## src/dcache_mem_cfg.svh

```systemverilog
// build-time settings of the dcache next-level memory path
// queue depths and default arbitration
`ifndef DCACHE_MEM_CFG_SVH
`define DCACHE_MEM_CFG_SVH

// route-tag queue depth
// also the limit on commands in flight toward memory
`define DCACHE_ROUTE_DEPTH 4

// command and response register slices
`define DCACHE_SLICE_DEPTH 2

// arbitration between line fill and write-back
// one of arb_round_robin, arb_read_first, arb_write_first
`define DCACHE_ARB_METHOD dcache_arb_pkg::arb_round_robin

`endif
```

## src/dcache_arb_pkg.sv

```systemverilog
// arbitration types of the dcache memory path
// method select and the route tag kept per outstanding command

package dcache_arb_pkg;

	// how the two requesters share the ICB master port
	typedef enum logic [1:0] {
		arb_round_robin = 2'd0, // alternate on conflict
		arb_read_first  = 2'd1, // line fill always wins
		arb_write_first = 2'd2  // write-back always wins
	} arb_method_e;

	// one tag per accepted command
	// set when the line-fill (read) requester owns it
	typedef logic route_tag_t;

endpackage

```

## src/icb_pkg.sv

```systemverilog
// ICB field types and command/response payloads
// payload structs are what the register slices carry

package icb_pkg;

	typedef logic [31:0] icb_addr_t; // byte address
	typedef logic [31:0] icb_data_t; // one data word
	typedef logic [3:0]  icb_mask_t; // one bit per byte lane

	// command channel payload, 69 bits
	typedef struct packed {
		icb_addr_t addr;  // byte address
		logic      read;  // 1 read, 0 write
		icb_data_t wdata; // ignored on reads
		icb_mask_t wmask; // byte enables for writes
	} icb_cmd_t;

	// response channel payload, 33 bits
	typedef struct packed {
		icb_data_t rdata; // read data
		logic      err;   // slave error, passed on untouched
	} icb_rsp_t;

endpackage

```

## src/dcache_nxt_lv_mem.sv

```systemverilog
// dcache path to next-level memory
// arbiter, then a command slice toward memory and a response slice back from it
`timescale 1ns/100ps
`include "dcache_mem_cfg.svh"

module dcache_nxt_lv_mem (
	input  logic               aclk,
	input  logic               aresetn,

	// line-fill requester
	input  icb_pkg::icb_addr_t rd_cmd_addr,
	input  logic               rd_cmd_read,
	input  icb_pkg::icb_data_t rd_cmd_wdata,
	input  icb_pkg::icb_mask_t rd_cmd_wmask,
	input  logic               rd_cmd_valid,
	output logic               rd_cmd_ready,
	output icb_pkg::icb_data_t rd_rsp_rdata,
	output logic               rd_rsp_err,
	output logic               rd_rsp_valid,
	input  logic               rd_rsp_ready,

	// write-back requester
	input  icb_pkg::icb_addr_t wt_cmd_addr,
	input  logic               wt_cmd_read,
	input  icb_pkg::icb_data_t wt_cmd_wdata,
	input  icb_pkg::icb_mask_t wt_cmd_wmask,
	input  logic               wt_cmd_valid,
	output logic               wt_cmd_ready,
	output icb_pkg::icb_data_t wt_rsp_rdata,
	output logic               wt_rsp_err,
	output logic               wt_rsp_valid,
	input  logic               wt_rsp_ready,

	// next-level memory, ICB master
	output icb_pkg::icb_addr_t mem_cmd_addr,
	output logic               mem_cmd_read,
	output icb_pkg::icb_data_t mem_cmd_wdata,
	output icb_pkg::icb_mask_t mem_cmd_wmask,
	output logic               mem_cmd_valid,
	input  logic               mem_cmd_ready,
	input  icb_pkg::icb_data_t mem_rsp_rdata,
	input  logic               mem_rsp_err,
	input  logic               mem_rsp_valid,
	output logic               mem_rsp_ready
);

	import icb_pkg::*;

	// arbiter to command slice
	icb_addr_t arb_cmd_addr;
	logic      arb_cmd_read;
	icb_data_t arb_cmd_wdata;
	icb_mask_t arb_cmd_wmask;
	logic      arb_cmd_valid;
	logic      arb_cmd_ready;
	// response slice to arbiter
	icb_data_t arb_rsp_rdata;
	logic      arb_rsp_err;
	logic      arb_rsp_valid;
	logic      arb_rsp_ready;

	icb_cmd_t  arb_cmd_pkt; // slice payloads
	icb_cmd_t  mem_cmd_pkt;
	icb_rsp_t  mem_rsp_pkt;
	icb_rsp_t  arb_rsp_pkt;

	dcache_nxt_lv_mem_icb #(
		.arb_method    (`DCACHE_ARB_METHOD)
	) u_arb (
		.aclk          (aclk),
		.aresetn       (aresetn),
		.rd_cmd_addr   (rd_cmd_addr),
		.rd_cmd_read   (rd_cmd_read),
		.rd_cmd_wdata  (rd_cmd_wdata),
		.rd_cmd_wmask  (rd_cmd_wmask),
		.rd_cmd_valid  (rd_cmd_valid),
		.rd_cmd_ready  (rd_cmd_ready),
		.rd_rsp_rdata  (rd_rsp_rdata),
		.rd_rsp_err    (rd_rsp_err),
		.rd_rsp_valid  (rd_rsp_valid),
		.rd_rsp_ready  (rd_rsp_ready),
		.wt_cmd_addr   (wt_cmd_addr),
		.wt_cmd_read   (wt_cmd_read),
		.wt_cmd_wdata  (wt_cmd_wdata),
		.wt_cmd_wmask  (wt_cmd_wmask),
		.wt_cmd_valid  (wt_cmd_valid),
		.wt_cmd_ready  (wt_cmd_ready),
		.wt_rsp_rdata  (wt_rsp_rdata),
		.wt_rsp_err    (wt_rsp_err),
		.wt_rsp_valid  (wt_rsp_valid),
		.wt_rsp_ready  (wt_rsp_ready),
		.arb_cmd_addr  (arb_cmd_addr),
		.arb_cmd_read  (arb_cmd_read),
		.arb_cmd_wdata (arb_cmd_wdata),
		.arb_cmd_wmask (arb_cmd_wmask),
		.arb_cmd_valid (arb_cmd_valid),
		.arb_cmd_ready (arb_cmd_ready),
		.arb_rsp_rdata (arb_rsp_rdata),
		.arb_rsp_err   (arb_rsp_err),
		.arb_rsp_valid (arb_rsp_valid),
		.arb_rsp_ready (arb_rsp_ready)
	);

	// command fields packed for the slice, unpacked toward memory
	assign arb_cmd_pkt   = '{addr: arb_cmd_addr, read: arb_cmd_read,
	                         wdata: arb_cmd_wdata, wmask: arb_cmd_wmask};
	assign mem_cmd_addr  = mem_cmd_pkt.addr;
	assign mem_cmd_read  = mem_cmd_pkt.read;
	assign mem_cmd_wdata = mem_cmd_pkt.wdata;
	assign mem_cmd_wmask = mem_cmd_pkt.wmask;

	reg_fifo #(
		.payload_t (icb_cmd_t),
		.depth     (`DCACHE_SLICE_DEPTH)
	) u_cmd_slice (
		.aclk      (aclk),
		.aresetn   (aresetn),
		.in_valid  (arb_cmd_valid),
		.in_ready  (arb_cmd_ready), // full slice stalls both requesters
		.in_data   (arb_cmd_pkt),
		.out_valid (mem_cmd_valid),
		.out_ready (mem_cmd_ready),
		.out_data  (mem_cmd_pkt)
	);

	// response fields, memory into slice, slice into arbiter
	assign mem_rsp_pkt   = '{rdata: mem_rsp_rdata, err: mem_rsp_err};
	assign arb_rsp_rdata = arb_rsp_pkt.rdata;
	assign arb_rsp_err   = arb_rsp_pkt.err;

	reg_fifo #(
		.payload_t (icb_rsp_t),
		.depth     (`DCACHE_SLICE_DEPTH)
	) u_rsp_slice (
		.aclk      (aclk),
		.aresetn   (aresetn),
		.in_valid  (mem_rsp_valid),
		.in_ready  (mem_rsp_ready), // low once a stalled requester fills it
		.in_data   (mem_rsp_pkt),
		.out_valid (arb_rsp_valid),
		.out_ready (arb_rsp_ready),
		.out_data  (arb_rsp_pkt)
	);

endmodule

```

## src/dcache_nxt_lv_mem_icb.sv

```systemverilog
// arbiter between dcache line-fill and write-back ICB requesters
// records the winner in a route-tag queue and steers each response back by that tag
`timescale 1ns/100ps
`include "dcache_mem_cfg.svh"

module dcache_nxt_lv_mem_icb #(
	parameter dcache_arb_pkg::arb_method_e arb_method = `DCACHE_ARB_METHOD
)(
	input  logic              aclk,
	input  logic              aresetn,

	// line-fill requester, command
	input  icb_pkg::icb_addr_t rd_cmd_addr,
	input  logic               rd_cmd_read,
	input  icb_pkg::icb_data_t rd_cmd_wdata,
	input  icb_pkg::icb_mask_t rd_cmd_wmask,
	input  logic               rd_cmd_valid,
	output logic               rd_cmd_ready,
	// line-fill requester, response
	output icb_pkg::icb_data_t rd_rsp_rdata,
	output logic               rd_rsp_err,
	output logic               rd_rsp_valid,
	input  logic               rd_rsp_ready,

	// write-back requester, command
	input  icb_pkg::icb_addr_t wt_cmd_addr,
	input  logic               wt_cmd_read,
	input  icb_pkg::icb_data_t wt_cmd_wdata,
	input  icb_pkg::icb_mask_t wt_cmd_wmask,
	input  logic               wt_cmd_valid,
	output logic               wt_cmd_ready,
	// write-back requester, response
	output icb_pkg::icb_data_t wt_rsp_rdata,
	output logic               wt_rsp_err,
	output logic               wt_rsp_valid,
	input  logic               wt_rsp_ready,

	// merged master side, command
	output icb_pkg::icb_addr_t arb_cmd_addr,
	output logic               arb_cmd_read,
	output icb_pkg::icb_data_t arb_cmd_wdata,
	output icb_pkg::icb_mask_t arb_cmd_wmask,
	output logic               arb_cmd_valid,
	input  logic               arb_cmd_ready,
	// merged master side, response
	input  icb_pkg::icb_data_t arb_rsp_rdata,
	input  logic               arb_rsp_err,
	input  logic               arb_rsp_valid,
	output logic               arb_rsp_ready
);

	import dcache_arb_pkg::*;

	logic       rd_req;          // read wants the port and a tag slot is free
	logic       wt_req;          // same for write
	logic       rd_pick;         // fresh decision, no hold
	logic       rd_grant;
	logic       wt_grant;
	logic       cmd_fire;        // merged command transfers
	logic       pref_wt;         // round-robin pointer, 1 = write next on conflict
	logic       hold_vld;        // last offer stalled
	logic       hold_rd;         // and it belonged to read
	logic       route_in_ready;  // tag queue not full
	logic       route_out_valid; // some command outstanding
	logic       route_out_ready;
	route_tag_t route_push_tag;
	route_tag_t route_head;      // owner of the oldest outstanding command
	logic       rsp_sel_ready;   // ready of the requester the head tag names

	// command side
	assign rd_req = rd_cmd_valid & route_in_ready;
	assign wt_req = wt_cmd_valid & route_in_ready;

	always_comb
	begin
		case (arb_method)
			arb_read_first:  rd_pick = rd_req;
			arb_write_first: rd_pick = rd_req & ~wt_req;
			default:         rd_pick = (rd_req & wt_req) ? ~pref_wt : rd_req;
		endcase
	end

	// a stalled offer keeps its owner so the merged command stays stable
	assign rd_grant = hold_vld ? (hold_rd & rd_req) : rd_pick;
	assign wt_grant = hold_vld ? (~hold_rd & wt_req) : (wt_req & ~rd_pick);

	assign arb_cmd_valid = rd_req | wt_req;
	assign arb_cmd_addr  = rd_grant ? rd_cmd_addr  : wt_cmd_addr;
	assign arb_cmd_read  = rd_grant ? rd_cmd_read  : wt_cmd_read;
	assign arb_cmd_wdata = rd_grant ? rd_cmd_wdata : wt_cmd_wdata;
	assign arb_cmd_wmask = rd_grant ? rd_cmd_wmask : wt_cmd_wmask;

	assign rd_cmd_ready = rd_grant & arb_cmd_ready; // accepted only on merged transfer
	assign wt_cmd_ready = wt_grant & arb_cmd_ready;

	assign cmd_fire       = arb_cmd_valid & arb_cmd_ready;
	assign route_push_tag = rd_grant;

	always_ff @(posedge aclk or negedge aresetn)
	begin
		if (!aresetn)
		begin
			pref_wt  <= 1'b0; // read first after reset
			hold_vld <= 1'b0;
			hold_rd  <= 1'b0;
		end
		else
		begin
			// on a contested transfer the loser is preferred next
			if (cmd_fire & rd_req & wt_req)
				pref_wt <= rd_grant;
			hold_vld <= arb_cmd_valid & ~arb_cmd_ready;
			hold_rd  <= rd_grant;
		end
	end

	// one tag per outstanding command, oldest at the head
	reg_fifo #(
		.payload_t (route_tag_t),
		.depth     (`DCACHE_ROUTE_DEPTH)
	) u_route_q (
		.aclk      (aclk),
		.aresetn   (aresetn),
		.in_valid  (cmd_fire),
		.in_ready  (route_in_ready),
		.in_data   (route_push_tag),
		.out_valid (route_out_valid),
		.out_ready (route_out_ready),
		.out_data  (route_head)
	);

	// response side, memory answers in issue order
	assign rsp_sel_ready = route_head ? rd_rsp_ready : wt_rsp_ready;

	assign rd_rsp_rdata = arb_rsp_rdata;
	assign rd_rsp_err   = arb_rsp_err;   // error goes through as is
	assign rd_rsp_valid = arb_rsp_valid & route_out_valid & route_head;

	assign wt_rsp_rdata = arb_rsp_rdata;
	assign wt_rsp_err   = arb_rsp_err;
	assign wt_rsp_valid = arb_rsp_valid & route_out_valid & ~route_head;

	assign arb_rsp_ready   = route_out_valid & rsp_sel_ready;
	assign route_out_ready = arb_rsp_valid & rsp_sel_ready; // pop on response transfer

	// an offered command has exactly one owner, never two
	a_one_grant: assert property (
		@(posedge aclk) disable iff (!aresetn)
		arb_cmd_valid |-> (rd_grant ^ wt_grant)
	) else $error("merged command without exactly one granted requester");

	// memory side never answers a command that was not issued
	a_rsp_has_tag: assert property (
		@(posedge aclk) disable iff (!aresetn)
		arb_rsp_valid |-> route_out_valid
	) else $error("response with empty route queue");

	// a stalled merged command holds until it transfers
	a_cmd_hold: assert property (
		@(posedge aclk) disable iff (!aresetn)
		(arb_cmd_valid && !arb_cmd_ready) |=>
			(arb_cmd_valid && $stable(arb_cmd_addr) && $stable(arb_cmd_read))
	) else $error("merged command changed while stalled");

endmodule

```

## src/reg_fifo.sv

```systemverilog
// register queue with first-word-fall-through output
// payload type is a parameter, so one body carries tags, commands and responses
`timescale 1ns/100ps

module reg_fifo #(
	parameter type payload_t = logic,
	parameter int  depth     = 2
)(
	input  logic     aclk,
	input  logic     aresetn,

	// write side
	input  logic     in_valid,
	output logic     in_ready,  // not full
	input  payload_t in_data,

	// read side
	output logic     out_valid, // not empty
	input  logic     out_ready,
	output payload_t out_data
);

	localparam int ptr_w = (depth > 1) ? $clog2(depth) : 1;
	localparam int cnt_w = $clog2(depth + 1);

	payload_t             mem [depth]; // entry storage
	logic     [ptr_w-1:0] wr_ptr;      // next slot to fill
	logic     [ptr_w-1:0] rd_ptr;      // current head
	logic     [cnt_w-1:0] count;       // entries held
	logic                 wr_en;
	logic                 rd_en;

	// step a pointer, wrapping at depth
	// depth need not be a power of two
	function automatic logic [ptr_w-1:0] ptr_inc(input logic [ptr_w-1:0] ptr);
		if (ptr == ptr_w'(depth - 1))
			return '0;
		else
			return ptr + 1'b1;
	endfunction

	assign in_ready  = (count != cnt_w'(depth));
	assign out_valid = (count != '0);
	assign out_data  = mem[rd_ptr]; // head falls through, no read latency

	assign wr_en = in_valid & in_ready;   // input transfer
	assign rd_en = out_valid & out_ready; // output transfer

	// payload array
	always_ff @(posedge aclk)
	begin
		if (wr_en)
			mem[wr_ptr] <= in_data;
	end

	// pointers and occupancy
	always_ff @(posedge aclk or negedge aresetn)
	begin
		if (!aresetn)
		begin
			wr_ptr <= '0;
			rd_ptr <= '0;
			count  <= '0; // empty after reset
		end
		else
		begin
			if (wr_en)
				wr_ptr <= ptr_inc(wr_ptr);
			if (rd_en)
				rd_ptr <= ptr_inc(rd_ptr);

			// simultaneous push and pop keeps the count
			case ({wr_en, rd_en})
				2'b10:   count <= count + 1'b1;
				2'b01:   count <= count - 1'b1;
				default: count <= count;
			endcase
		end
	end

	// a full queue with no pop stays full, pointers parked
	a_no_write_full: assert property (
		@(posedge aclk) disable iff (!aresetn)
		(count == cnt_w'(depth) && !rd_en) |=>
			(count == cnt_w'(depth) && $stable(wr_ptr) && $stable(rd_ptr))
	) else $error("reg_fifo write while full");

	// an empty queue with no push stays empty
	a_no_read_empty: assert property (
		@(posedge aclk) disable iff (!aresetn)
		(count == '0 && !wr_en) |=> (count == '0 && $stable(rd_ptr))
	) else $error("reg_fifo read while empty");

	// occupancy within depth and equal to the pointer distance
	a_count_bound: assert property (
		@(posedge aclk) disable iff (!aresetn)
		(count <= cnt_w'(depth)) && (wr_ptr == ptr_w'((rd_ptr + count) % depth))
	) else $error("reg_fifo count above depth");

endmodule

```

## config.mk

```make
export PLATFORM = sky130hd
export DESIGN_NAME = dcache_nxt_lv_mem
export DESIGN_NICKNAME = d
export VERILOG_FILES = /design/src/dcache_arb_pkg.sv /design/src/icb_pkg.sv /design/src/dcache_nxt_lv_mem.sv /design/src/dcache_nxt_lv_mem_icb.sv /design/src/reg_fifo.sv
export VERILOG_INCLUDE_DIRS = /design/src
export SDC_FILE = /design/constraint.sdc
export NUM_CORES = 1
export LEC_CHECK = 0
export BUFFER_PORTS_ARGS = -buffer_cell sky130_fd_sc_hd__buf_4
export CORE_MARGIN = 8
export CORE_UTILIZATION = 46
export DETAILED_ROUTE_END_ITERATION = 12
export PLACE_DENSITY = 0.78
export SLEW_MARGIN = 20
export SYNTH_ARGS = -nofsm -noshare
export SYNTH_HDL_FRONTEND = slang
export SYNTH_SLANG_ARGS = --single-unit
```

## constraint.sdc

```tcl
create_clock -name aclk -period 4.5 [get_ports aclk]
set_input_delay 0.9 -clock aclk [delete_from_list [all_inputs] [get_ports aclk]]
set_output_delay 0.9 -clock aclk [all_outputs]
set_load 0.02 [all_outputs]
```

==> results.sh <==
export IMPL_path_clk_slew_ns=0.06
export IMPL_ctsResizeCount=0
export IMPL_ys_warn_count=0
export IMPL_grt_total_usage=0.172
export IMPL_fp_dieH_um=160
export IMPL_slew_headroom=0.331
export IMPL_wl_per_cell_um=20.7
export IMPL_crit_required_ns=3.60
export IMPL_syn_area_um2=9560
export IMPL_dpl_cell_count=1068
export IMPL_crit_path_cell_trace="buf_12 -> mux2_2 -> buf_4"
export IMPL_r2r_start="u_arb.u_route_q.count[0]$_DFFE_PN0P_"
export IMPL_status="complete, no violations"
export IMPL_drc_errors=0
export IMPL_htreeDepth=1
export IMPL_critPathCaptureType="output pin"
export IMPL_finalSetupViolCount=0
export IMPL_holdBufCountCts=0
export IMPL_fmax_mhz=319
export IMPL_rows=52
export IMPL_power_leakage_nw=5.04
export IMPL_coreArea_um2=20300
export IMPL_viasPerCell=4.97
export IMPL_worst_pin_slew_ns=1.00
export IMPL_grt_overflow=0
export IMPL_numCtsBuffers=23
export IMPL_die_width_um=160
export IMPL_post_cts_buffers=0
export IMPL_grt_pass1_wl_um=34800
export IMPL_setup_tns_final_ns=0
export IMPL_antenna_found_initial=0
export IMPL_place_hpwl_um=17000
export IMPL_dr_pass1_iters=4
export IMPL_grt_pass1_vias=6141
export IMPL_p_per_area_nw_per_um2=751
export IMPL_finalWeightedCongestion=0.741
export IMPL_rsz0062_at_grt="false"
export IMPL_cp_num_buf_inv=2
export IMPL_initial_core_util=0.471
export IMPL_whs_ns=0.265
export IMPL_synth_top_area_share=0.653
export IMPL_area_delta_synth_final_pct=33.1
export IMPL_cts_buffer_depth=3
export IMPL_path_max_fanout=46
export IMPL_r2r_setup_slack_ns=1.83
export IMPL_critPathKind="reg2out"
export IMPL_ys_top_cells_by_area="edfxtp_1 65%, mux2_2 20%, dfrtp_1 4.7%, buf_4 2.7%, ha_1 1.0%"
export IMPL_slew_viol_final=0
export IMPL_worst_setup_path_start_kind="register"
export IMPL_nets=1011
export IMPL_syn_nets=713
export IMPL_fin_util=0.627
export IMPL_min_period_ns=3.13
export IMPL_cpPeakStageDelay_ns=0.80
export IMPL_finalPower_mw=9.55
export IMPL_cts_root_buf="clkbuf_16"
export IMPL_drt_iter0_markers=272
export IMPL_ff2ff_path_depth=5
export IMPL_grt_max_degree=70
export IMPL_finalHoldViolations=0
export IMPL_diodes=0
export IMPL_fin_crit_sh=0.697
export IMPL_hp_class="in2async"
export IMPL_clk_latency_ns=0.50
export IMPL_synthCells=525
export IMPL_clock_sinks=226
export IMPL_critPathTopFamily="flip-flops"
export IMPL_drive_above_1_share=0.639
export IMPL_ios=320
export IMPL_finalClockSkew_ns=0.00882
export IMPL_cp_startpoint="u_cmd_slice.rd_ptr$_DFFE_PN0P_"
export IMPL_fill_cells=1501
export IMPL_port_buffers=319
export IMPL_dieArea_um2=25700
export IMPL_cts_tree="built"
export IMPL_reg2reg_to="u_cmd_slice.mem[0][4]$_DFFE_PP_"
export IMPL_irDropWorstVdd_mv=0.401
export IMPL_ys_types=30
export IMPL_fin_cells=1110
export IMPL_routed_wl_um=23000
export IMPL_dr_total_vias=5514
export IMPL_ys_seq_elements=226
export IMPL_slowest_stage="dfrtp_2"
export IMPL_crit_arrival_ns=2.23
export IMPL_syn_area_per_cell_um2=18.2
export IMPL_maxCapViolCount=0
export IMPL_drtAntennaViolNets=0
export IMPL_ys_seq_area_frac=0.700
export IMPL_netlist_top_cell_by_area="edfxtp_1"
[synthesized netlist by cell type]
| library cell | n |
|---|---|
| a21oi_1 | 1 |
| and2_1 | 6 |
| and3_1 | 1 |
| buf_1 | 3 |
| buf_4 | 34 |
| buf_6 | 7 |
| clkbuf_1 | 9 |
| dfrtp_1 | 18 |
| edfxtp_1 | 208 |
| fa_1 | 1 |
| ha_1 | 8 |
| inv_1 | 8 |
| mux2_1 | 2 |
| mux2_2 | 173 |
| mux2i_1 | 3 |
| mux4_2 | 1 |
| nand2_1 | 4 |
| nand2b_1 | 2 |
| nor2_1 | 12 |
| nor2_2 | 1 |
| nor2b_1 | 2 |
| o2111a_1 | 1 |
| o21ai_0 | 2 |
| o31ai_1 | 1 |
| o32ai_1 | 1 |
| or2_1 | 1 |
| or2_2 | 1 |
| or3b_1 | 1 |
| xnor2_1 | 7 |
| xor2_1 | 6 |
[final cells by class]
class / instances / area [µm²] / share of cell area
Multi-Input combinational cell: 238 / 2470 / 0.194
Inverter: 8 / 30.0 / 0.00236
Tap cell: 270 / 338 / 0.0266
Timing Repair Buffer: 326 / 2480 / 0.195
Sequential cell: 226 / 6700 / 0.526
Clock buffer: 31 / 626 / 0.0492
Clock inverter: 11 / 76.3 / 0.00600
[sequential cells by signal (all words and copies together) (netlist names)]
signal                  cells
u_cmd_slice.count           2
u_arb.u_route_q.count       3
u_cmd_slice.wr_ptr          1
u_rsp_slice.wr_ptr          1
u_arb.u_route_q.mem         4
u_cmd_slice.mem           138
u_rsp_slice.mem            66
u_arb.hold_rd               1
u_arb.pref_wt               1
u_rsp_slice.count           2
u_arb.u_route_q.wr_ptr      2
u_rsp_slice.rd_ptr          1
u_arb.hold_vld              1
u_cmd_slice.rd_ptr          1
u_arb.u_route_q.rd_ptr      2
[metrics by stage]
stage	setup WS [ns]	instance area (µm²)
global route	1.25	12700
detailed placement	1.44	12000
finish	1.37	12700
floorplan	0.827	9560
CTS	1.31	12700
global placement	1.52	12000
[power breakdown]
part           internal (mW)  switching (mW)
sequential              3.26           0.257
clock                   1.03           0.742
combinational           1.90            2.37
total                   6.19            3.37
[cells by family (layout without fill, tap and decap cells)]
| logic type | after synthesis | in the layout | share of synthesized area |
|---|---|---|---|
| AOI/OAI and AO/OA | 6 | 6 | 0.00445 |
| xor gates and xnor gates | 13 | 13 | 0.0119 |
| adders and majority gates | 9 | 9 | 0.0126 |
| buffers and inverters | 61 | 376 | 0.0428 |
| DFF | 226 | 226 | 0.700 |
| muxes | 179 | 179 | 0.212 |
| and+or+nand+nor | 31 | 31 | 0.0164 |
[routing by layer]
layer	track usage	vias to the layer above	part of all wire
li1	-	2557	-
met1	0.192	2647	0.37
met2	0.293	277	0.49
met3	0.0846	33	0.12
met4	0.0344	0	0.013
met5	0	-	0
[worst max path at each step]
stage / to / slack, ns / depth (start not counted)
after global placement: u_cmd_slice.mem[0][24]$_DFFE_PP_ / 1.52 / 6
after floorplan: u_cmd_slice.mem[0][0]$_DFFE_PP_ / 0.83 / 4
final: mem_cmd_wdata[23] / 1.37 / 3
after global routing: mem_cmd_wdata[23] / 1.25 / 3
after CTS: mem_cmd_addr[17] / 1.31 / 3
after detailed placement: u_cmd_slice.mem[0][38]$_DFFE_PP_ / 1.44 / 6
[cell usage in the layout (no fill, tap or decap), types with 2 or more instances in the layout]
cell type	synthesis	routed
nand2b_1	2	2
clkbuf_8	0	2
inv_1	8	8
clkinv_1	0	6
nor2_2	1	2
buf_4	34	323
nor2b_1	2	2
mux2_1	2	2
clkbuf_16	0	23
edfxtp_1	208	208
xnor2_1	7	7
nand2_1	4	4
buf_12	0	3
and2_1	6	5
clkbuf_1	9	6
mux2_2	173	173
clkinv_2	0	3
nor2_1	12	10
mux2i_1	3	3
xor2_1	6	6
o21ai_0	2	2
dfrtp_1	18	17
ha_1	8	8
No activity file was read; power rests on OpenSTA's default activity.
